### src/klClkDiag_params.svh
`ifndef KLCLKDIAG_PARAMS_SVH
`define KLCLKDIAG_PARAMS_SVH

// Widths of the EBUS diagnostic command
`define DIAG_FUNC_W      9
`define EBUS_DATA_W      36

// Requests held between the front end and the clock controller
`define DIAG_FIFO_DEPTH  4

// Clock controller field widths
`define RATE_W           3
`define BURST_W          8

// Clock controller diagnostic functions
`define FN_STOP          9'o000
`define FN_START         9'o001
`define FN_STEP          9'o002
`define FN_BURST         9'o003
`define FN_CLR_RESET     9'o006
`define FN_SET_RESET     9'o007
`define FN_LD_BURST_R    9'o042
`define FN_LD_BURST_L    9'o043
`define FN_LD_SRC_RATE   9'o044
`define FN_LD_PARITY     9'o046
`define FN_KL_OPCODES    9'o067

`endif

### src/clkPkg.sv
`include "klClkDiag_params.svh"

package clkPkg;

  // Divider setting
  // Processor clock enable every rate+1 master clocks
  typedef logic [`RATE_W-1:0] clkRate_t;

  // Clock source select, stored only
  typedef logic [1:0] clkSource_t;

  // Burst length in processor clocks
  typedef logic [`BURST_W-1:0] burstCnt_t;

  // Bit 2 FM, bit 1 CRAM, bit 0 DRAM
  typedef logic [2:0] parityEn_t;

  // How the processor clock enable is being generated
  typedef enum logic [1:0] {
    clkStopped,
    clkRunning,
    clkStepping,
    clkBursting
  } clkRunState_t;

  // Controller state as seen by the front end
  typedef struct packed {
    clkSource_t source;
    clkRate_t   rate;
    burstCnt_t  burstCount;
    parityEn_t  parityEn;
    logic       klOpcodes;
    logic       eboxReset;
    logic       running;
    logic       funcError;
  } clkStatus_t;

  // Power-up value with the processor held in reset
  localparam clkStatus_t clkStatusReset = '{
    source:     '0,
    rate:       '0,
    burstCount: '0,
    parityEn:   '0,
    klOpcodes:  1'b0,
    eboxReset:  1'b1,
    running:    1'b0,
    funcError:  1'b0
  };

endpackage

### src/ebusPkg.sv
`include "klClkDiag_params.svh"

package ebusPkg;

  // Diagnostic function code
  // Top bits pick the controller, low bits pick the function
  typedef logic [`DIAG_FUNC_W-1:0] diagFunc_t;

  // One EBUS data word
  typedef logic [`EBUS_DATA_W-1:0] ebusData_t;

  // Request as it moves from the front end through the FIFO
  typedef struct packed {
    diagFunc_t func;
    ebusData_t data;
  } diagReq_t;

  // Clock controller owns codes 000 to 077
  // Anything with a nonzero top octal digit is for another controller
  function automatic logic isClkFunc(diagFunc_t func);
    return func[`DIAG_FUNC_W-1 -: 3] == 3'b000;
  endfunction

endpackage

### src/clkDiagCtl.sv
`include "klClkDiag_params.svh"

module clkDiagCtl
  import ebusPkg::*;
  import clkPkg::*;
(
  input  logic       masterClk,
  input  logic       arstN,
  input  diagReq_t   popData,
  input  logic       empty,
  output logic       pop,
  output logic       eboxClkEn,
  output clkStatus_t status,
  output logic       idle
);

  clkRunState_t runState;
  clkRunState_t nextState;
  clkStatus_t   statusQ;
  clkRate_t     divCnt;
  logic         accepting;
  logic         clkFunc;
  logic         tick;

  // New functions only while stopped or free running
  assign accepting = (runState == clkStopped) || (runState == clkRunning);
  assign pop       = accepting && !empty;
  assign idle      = accepting && empty;
  assign clkFunc   = isClkFunc(popData.func);
  assign status    = statusQ;

  // Compare with >= so a smaller rate loaded mid-count takes effect at once
  assign tick = (divCnt >= statusQ.rate);

  // Processor reset holds the clock enable off
  always_comb begin
    case (runState)
      clkRunning:  eboxClkEn = tick && !statusQ.eboxReset;
      clkStepping: eboxClkEn = !statusQ.eboxReset;
      clkBursting: eboxClkEn = tick && (statusQ.burstCount != '0) && !statusQ.eboxReset;
      default:     eboxClkEn = 1'b0;
    endcase
  end

  always_comb begin
    nextState = runState;
    case (runState)
      clkStopped, clkRunning: begin
        if (pop && clkFunc) begin
          case (popData.func)
            `FN_STOP:  nextState = clkStopped;
            `FN_START: nextState = clkRunning;
            `FN_STEP:  nextState = clkStepping;
            `FN_BURST: nextState = clkBursting;
            default:   nextState = runState;
          endcase
        end
      end
      // Single step lasts one cycle
      clkStepping: nextState = clkStopped;
      // Burst ends once the counter has run down
      clkBursting: begin
        if (statusQ.burstCount == '0) begin
          nextState = clkStopped;
        end
      end
      default: nextState = clkStopped;
    endcase
  end

  always_ff @(posedge masterClk or negedge arstN) begin
    if (!arstN) begin
      runState <= clkStopped;
      divCnt   <= '0;
    end else begin
      runState <= nextState;
      // Divider restarts on every mode change
      if (nextState != runState || nextState == clkStopped || nextState == clkStepping) begin
        divCnt <= '0;
      end else begin
        divCnt <= tick ? '0 : clkRate_t'(divCnt + 1'b1);
      end
    end
  end

  always_ff @(posedge masterClk or negedge arstN) begin
    if (!arstN) begin
      statusQ <= clkStatusReset;
    end else if (pop && clkFunc) begin
      case (popData.func)
        `FN_STOP:                statusQ.running <= 1'b0;
        `FN_START:               statusQ.running <= 1'b1;
        `FN_STEP, `FN_BURST:     statusQ.running <= 1'b0;
        `FN_CLR_RESET:           statusQ.eboxReset <= 1'b0;
        `FN_SET_RESET:           statusQ.eboxReset <= 1'b1;
        `FN_LD_BURST_R:          statusQ.burstCount[3:0] <= popData.data[3:0];
        `FN_LD_BURST_L:          statusQ.burstCount[7:4] <= popData.data[3:0];
        `FN_LD_SRC_RATE: begin
          statusQ.source <= popData.data[4:3];
          statusQ.rate   <= popData.data[2:0];
        end
        `FN_LD_PARITY:           statusQ.parityEn <= popData.data[2:0];
        `FN_KL_OPCODES:          statusQ.klOpcodes <= popData.data[0];
        // Sticky until master reset
        default:                 statusQ.funcError <= 1'b1;
      endcase
    end else if (runState == clkBursting && tick && statusQ.burstCount != '0) begin
      // Count down even under processor reset
      statusQ.burstCount <= statusQ.burstCount - 1'b1;
    end
  end

  // No clock while the reported status has the processor stopped
  stoppedNoClock: assert property (@(posedge masterClk) disable iff (!arstN)
    (!statusQ.running && runState != clkStepping && runState != clkBursting)
      |-> !eboxClkEn);

endmodule

### src/diagCmdFifo.sv
`include "klClkDiag_params.svh"

module diagCmdFifo
  import ebusPkg::*;
#(
  parameter int depth = `DIAG_FIFO_DEPTH
) (
  input  logic     masterClk,
  input  logic     arstN,
  input  logic     push,
  input  diagReq_t pushData,
  input  logic     pop,
  output diagReq_t popData,
  output logic     empty,
  output logic     full
);

  localparam int ptrW = (depth > 1) ? $clog2(depth) : 1;
  localparam int lastIdx = depth - 1;

  // Storage holds payload only
  diagReq_t        mem [depth];
  logic [ptrW-1:0] wrPtr;
  logic [ptrW-1:0] rdPtr;
  logic [ptrW:0]   count;

  assign empty   = (count == '0);
  assign full    = (count == (ptrW + 1)'(depth));
  assign popData = mem[rdPtr];

  always_ff @(posedge masterClk) begin
    if (push) begin
      mem[wrPtr] <= pushData;
    end
  end

  // Pointers wrap at depth so any depth works
  always_ff @(posedge masterClk or negedge arstN) begin
    if (!arstN) begin
      wrPtr <= '0;
      rdPtr <= '0;
      count <= '0;
    end else begin
      if (push) begin
        wrPtr <= (wrPtr == ptrW'(lastIdx)) ? '0 : wrPtr + 1'b1;
      end
      if (pop) begin
        rdPtr <= (rdPtr == ptrW'(lastIdx)) ? '0 : rdPtr + 1'b1;
      end
      // Push and pop together leave the count alone
      case ({push, pop})
        2'b10:   count <= count + 1'b1;
        2'b01:   count <= count - 1'b1;
        default: count <= count;
      endcase
    end
  end

  noPushWhenFull: assert property (@(posedge masterClk) disable iff (!arstN)
    push |-> !full);
  noPopWhenEmpty: assert property (@(posedge masterClk) disable iff (!arstN)
    pop |-> !empty);

endmodule

### src/diagCmdIssuer.sv
module diagCmdIssuer
  import ebusPkg::*;
(
  input  logic     masterClk,
  input  logic     arstN,
  input  logic     cmdReq,
  input  diagReq_t cmd,
  input  logic     full,
  output logic     cmdAck,
  output logic     push,
  output diagReq_t pushData
);

  // Handshake phase
  typedef enum logic {
    waitReq,
    waitRelease
  } issuerState_t;

  issuerState_t state;
  issuerState_t nextState;

  // Take the command only when there is room
  // The front end keeps cmd stable until it sees the ack
  assign push     = (state == waitReq) && cmdReq && !full;
  assign pushData = cmd;

  // Ack follows the state so it rises the edge after the push
  assign cmdAck = (state == waitRelease);

  always_comb begin
    nextState = state;
    case (state)
      waitReq: begin
        if (push) begin
          nextState = waitRelease;
        end
      end
      waitRelease: begin
        // Drop ack once the front end lets go of req
        if (!cmdReq) begin
          nextState = waitReq;
        end
      end
      default: nextState = waitReq;
    endcase
  end

  always_ff @(posedge masterClk or negedge arstN) begin
    if (!arstN) begin
      state <= waitReq;
    end else begin
      state <= nextState;
    end
  end

  // Front end may let go of req only once the ack is up
  reqHeldUntilAck: assert property (@(posedge masterClk) disable iff (!arstN)
    $fell(cmdReq) |-> cmdAck);

endmodule

### src/klClkDiag.sv
module klClkDiag
  import ebusPkg::*;
  import clkPkg::*;
(
  input  logic       masterClk,
  input  logic       arstN,
  input  logic       cmdReq,
  input  diagReq_t   cmd,
  output logic       cmdAck,
  output logic       eboxClkEn,
  output clkStatus_t status,
  output logic       idle
);

  // Issuer to FIFO
  logic     push;
  diagReq_t pushData;
  logic     full;

  // FIFO to clock controller
  diagReq_t popData;
  logic     empty;
  logic     pop;

  // Front-end handshake side
  diagCmdIssuer issuer (
    .masterClk (masterClk),
    .arstN     (arstN),
    .cmdReq    (cmdReq),
    .cmd       (cmd),
    .full      (full),
    .cmdAck    (cmdAck),
    .push      (push),
    .pushData  (pushData)
  );

  diagCmdFifo cmdFifo (
    .masterClk (masterClk),
    .arstN     (arstN),
    .push      (push),
    .pushData  (pushData),
    .pop       (pop),
    .popData   (popData),
    .empty     (empty),
    .full      (full)
  );

  // Executes clock functions and drives the processor clock enable
  clkDiagCtl clkCtl (
    .masterClk (masterClk),
    .arstN     (arstN),
    .popData   (popData),
    .empty     (empty),
    .pop       (pop),
    .eboxClkEn (eboxClkEn),
    .status    (status),
    .idle      (idle)
  );

endmodule

### config.mk
export PLATFORM = sky130hd
export DESIGN_NAME = klClkDiag
export DESIGN_NICKNAME = d
export VERILOG_FILES = /design/src/clkPkg.sv /design/src/ebusPkg.sv /design/src/clkDiagCtl.sv /design/src/diagCmdFifo.sv /design/src/diagCmdIssuer.sv /design/src/klClkDiag.sv
export VERILOG_INCLUDE_DIRS = /design/src
export SDC_FILE = /design/constraint.sdc
export NUM_CORES = 1
export LEC_CHECK = 0
export ABC_AREA = 1
export ABC_CLOCK_PERIOD_IN_PS = 2700
export BUFFER_PORTS_ARGS = -buffer_cell sky130_fd_sc_hd__buf_2
export CAP_MARGIN = 30
export CORE_UTILIZATION = 55
export CTS_CLUSTER_DIAMETER = 40
export DETAILED_ROUTE_END_ITERATION = 16
export PLACE_DENSITY = 0.78
export REMOVE_ABC_BUFFERS = 1
export SYNTH_ARGS = -nofsm -noshare
export SYNTH_HDL_FRONTEND = slang
export SYNTH_SLANG_ARGS = --single-unit
### constraint.sdc
create_clock -name masterClk -period 2.7 [get_ports masterClk]
set_input_delay 0.135 -clock masterClk [delete_from_list [all_inputs] [get_ports masterClk]]
set_output_delay 0.135 -clock masterClk [all_outputs]
set_load 0.005 [all_outputs]
==> results.cfg <==
[outcome]
outcome = finished clean

[grt]
antenna_found_initial = 0
grt_usage_pct = 22.46
overflow = 0
grt_max_degree = 34
grt_pass1_wl_mm = 13.98
grt_pass1_vias = 2999

[cells_and_area]
final_common_cell = nand2_1
antennaDiodeCount = 0
seq_area_um2 = 2509
multiInputGateArea_um2 = 1468
nNetsFinal = 540
drive_gt1_share_pct = 20.45
layout_common_cells = nand2_1 (86), edfxtp_1 (56), nor2_1 (43)
area_growth_pct = 15.62
fillCellCount = 555

[logic_synthesis]
syn-cell-area_um2 = 4230
ys_warn_count = 0
synth_area_per_cell_um2 = 10.22
synth.distinct_cells = 41
yosysSeqAreaShare_pct = 59.30
yosys.area.top_type = edfxtp_1
postSynth.asyncResetShare_pct = 37.08
synthTopCellsByArea = edfxtp_1 (40%), dfrtp_1 (19%), nand2_1 (7.6%), nor2_1 (3.8%), inv_1 (3.7%)
synth_flop_cell = edfxtp_1
synth-edff-count = 56
syn_inst = 414
synth_top_area_share_pct = 39.75
synth-seq-cells = 89

[die]
dieHeight_um = 89.70
row_count = 31
initial_utilization_pct = 57.71
fp.dieW_um = 89.70
io_pins = 71
dieArea_um2 = 8046
coreArea_um2 = 7331

[drt]
post_drt_wl_per_cell_um = 14.08
dr.pass1.iters = 4
drt_iter0_drc = 114
wl_mm = 8.207
drc = 0
ant_nets = 0
via_per_inst = 5.245
via_count = 3058

[placement]
routabilityCongestion = 0.8428
dp_hpwl_mm = 5.524
port_buffers = 39

[pwr]
swShare_pct = 41.54
p_int_uw = 2914
power.switching_uw = 2070
power_density_nw_per_um2 = 1019
comb_power_share_pct = 43.6
pwr-share-clk_pct = 17.8
p_leak_uw = 0.002129
ir_worst_vdd_v = 0.0004868
seq_power_share_pct = 38.6

[clock_tree]
root_buffer = clkbuf_8
cts_tree = done
clk_path_buf_depth = 2
clk_pin_slew_ns = 0.09
clk_latency_ns = 0.36
cts_setup_buffers = 0
cts_sinks = 89
h-tree-depth = 3
cts_resized = 0
cts_made_buffers = 9

[hold_path]
hp-class = input pin to asynchronous set/reset pin

[sta]
finalCriticalPeriod_ns = 2.106
setup_tns_ns = 0
worst_pin_slew_ns = 0.7274
fmax_mhz = 474.9
finalCritPeriodShare_pct = 77.99
hold_violations = 0
maxSlewViolCount = 0
finalClockSkew_ns = 0.009135
timing.hold.ws_ns = 0.3614
setup_viol_count_final = 0
slew_headroom_pct = 51.51
rsz0062_at_grt = no

[critical_path]
cp_max_fo = 5
timing.rr.start = cmdFifo.count[2]
reg2reg_depth = 8
r2r_slack_ns = 0.62
criticalPathCategory = flop to primary output
worstPathArrival_ns = 1.97
worstSetupStartpointType = flop
cp.required_ns = 2.57
r2r-end = cmdFifo.count[1]
end_kind = primary output

[run]
drv_cap = 0
## synthesized netlist by cell type, types with 2 or more instances
master,instances
nand2_1,86
edfxtp_1,56
nor2_1,43
inv_1,42
dfrtp_1,32
nand3_1,24
o21ai_0,17
a21oi_1,13
ha_1,12
nand2_2,10
o21ai_1,9
nand3_2,7
nor3_1,7
inv_2,6
xor2_1,6
a31oi_1,4
buf_6,4
nand2_4,4
a32oi_1,3
buf_2,3
nand4_1,3
nor2_4,2
nor3b_1,2
o22ai_1,2
## worst max-delay path by stage
stage / start / endpoint / slack [ns] / cells after the start
finish: clkCtl.status[13] / eboxClkEn / 0.59 / 6
global route: cmdFifo.count[2] / cmdFifo.count[1] / 0.37 / 8
CTS: clkCtl.status[13] / eboxClkEn / 0.58 / 6
detailed placement: cmdFifo.count[2] / cmdFifo.count[1] / 0.61 / 8
global placement: cmdFifo.count[2] / cmdFifo.count[1] / 0.70 / 8
floorplan: cmdFifo.rdPtr[0] / clkCtl.status[13] / 0.51 / 12
## worst max-delay path: stages (launching register included)
cell      delay (ns)
dfrtp_1         0.44
or2_2           0.31
nor3b_1         0.38
nand2_1         0.13
a21oi_1         0.16
a211oi_1        0.06
buf_2           0.14
## stage by stage
step	util [%]	power, uW	area (um^2)	setup slack [ns]	std cells
final	66.72	4985	4891	0.5942	583
after global routing	66.72	5396	4891	0.3696	583
after CTS	66.72	5019	4891	0.5762	583
after detailed placement	61.90	4107	4538	0.6056	551
after global placement	61.90	4011	4538	0.6999	551
after floorplan	-	3473	4167	0.5124	406
## per-layer routing
metal  global-route usage, %  vias to the layer above  share of wire (%)
met5                       0                        -                  0
li1                        -                     1510                  -
met4                   9.290                        0                1.4
met3                   3.638                        9                4.1
met2                   39.23                       84                 49
met1                   27.74                     1455                 46
## repair_timing
action / in CTS / in global routing
hold buffers: 16 / 0
hold endpoints to repair: 89 / 0
endpoints found under the setup margin: 0 / 0
## area by class of cell
class | count | area share (%)
Clock buffer | 9 | 2.533
Clock inverter | 7 | 1.407
Inverter | 50 | 3.888
Multi-Input combinational cell | 267 | 30.01
Sequential cell | 89 | 51.29
Tap cell | 99 | 2.533
Timing Repair Buffer | 62 | 8.340
## power groups by stage
| stage | registers [uW] | clock network (uW) | logic [uW] |
|---|---|---|---|
| 3_3_place_gp | 1930 | 0 | 2080 |
| 3_5_place_dp | 1950 | 0 | 2160 |
| 6_report | 1920 | 888 | 2170 |
| 5_1_grt | 1960 | 971 | 2470 |
| 4_1_cts | 1920 | 914 | 2180 |
| 2_1_floorplan | 1980 | 0 | 1490 |
## logic make-up (layout without fill, tap and decap cells)
family | Yosys count | after routing | synth area share, %
simple gates | 194 | 194 | 22.06
xor+xnor | 7 | 7 | 1.449
compound gates | 53 | 53 | 7.158
buf+inv | 58 | 128 | 6.004
fa+ha+maj | 13 | 13 | 4.022
flops | 89 | 89 | 59.30
## registers in the layout, summed over array words and instances, names as in the netlist
signal / count
cmdFifo.mem: 56
clkCtl.status: 20
clkCtl.divCnt: 3
cmdFifo.count: 3
clkCtl.runState: 2
cmdFifo.rdPtr: 2
cmdFifo.wrPtr: 2
issuer.cmdAck: 1
Note: power is estimated with default switching activity, not from simulation.
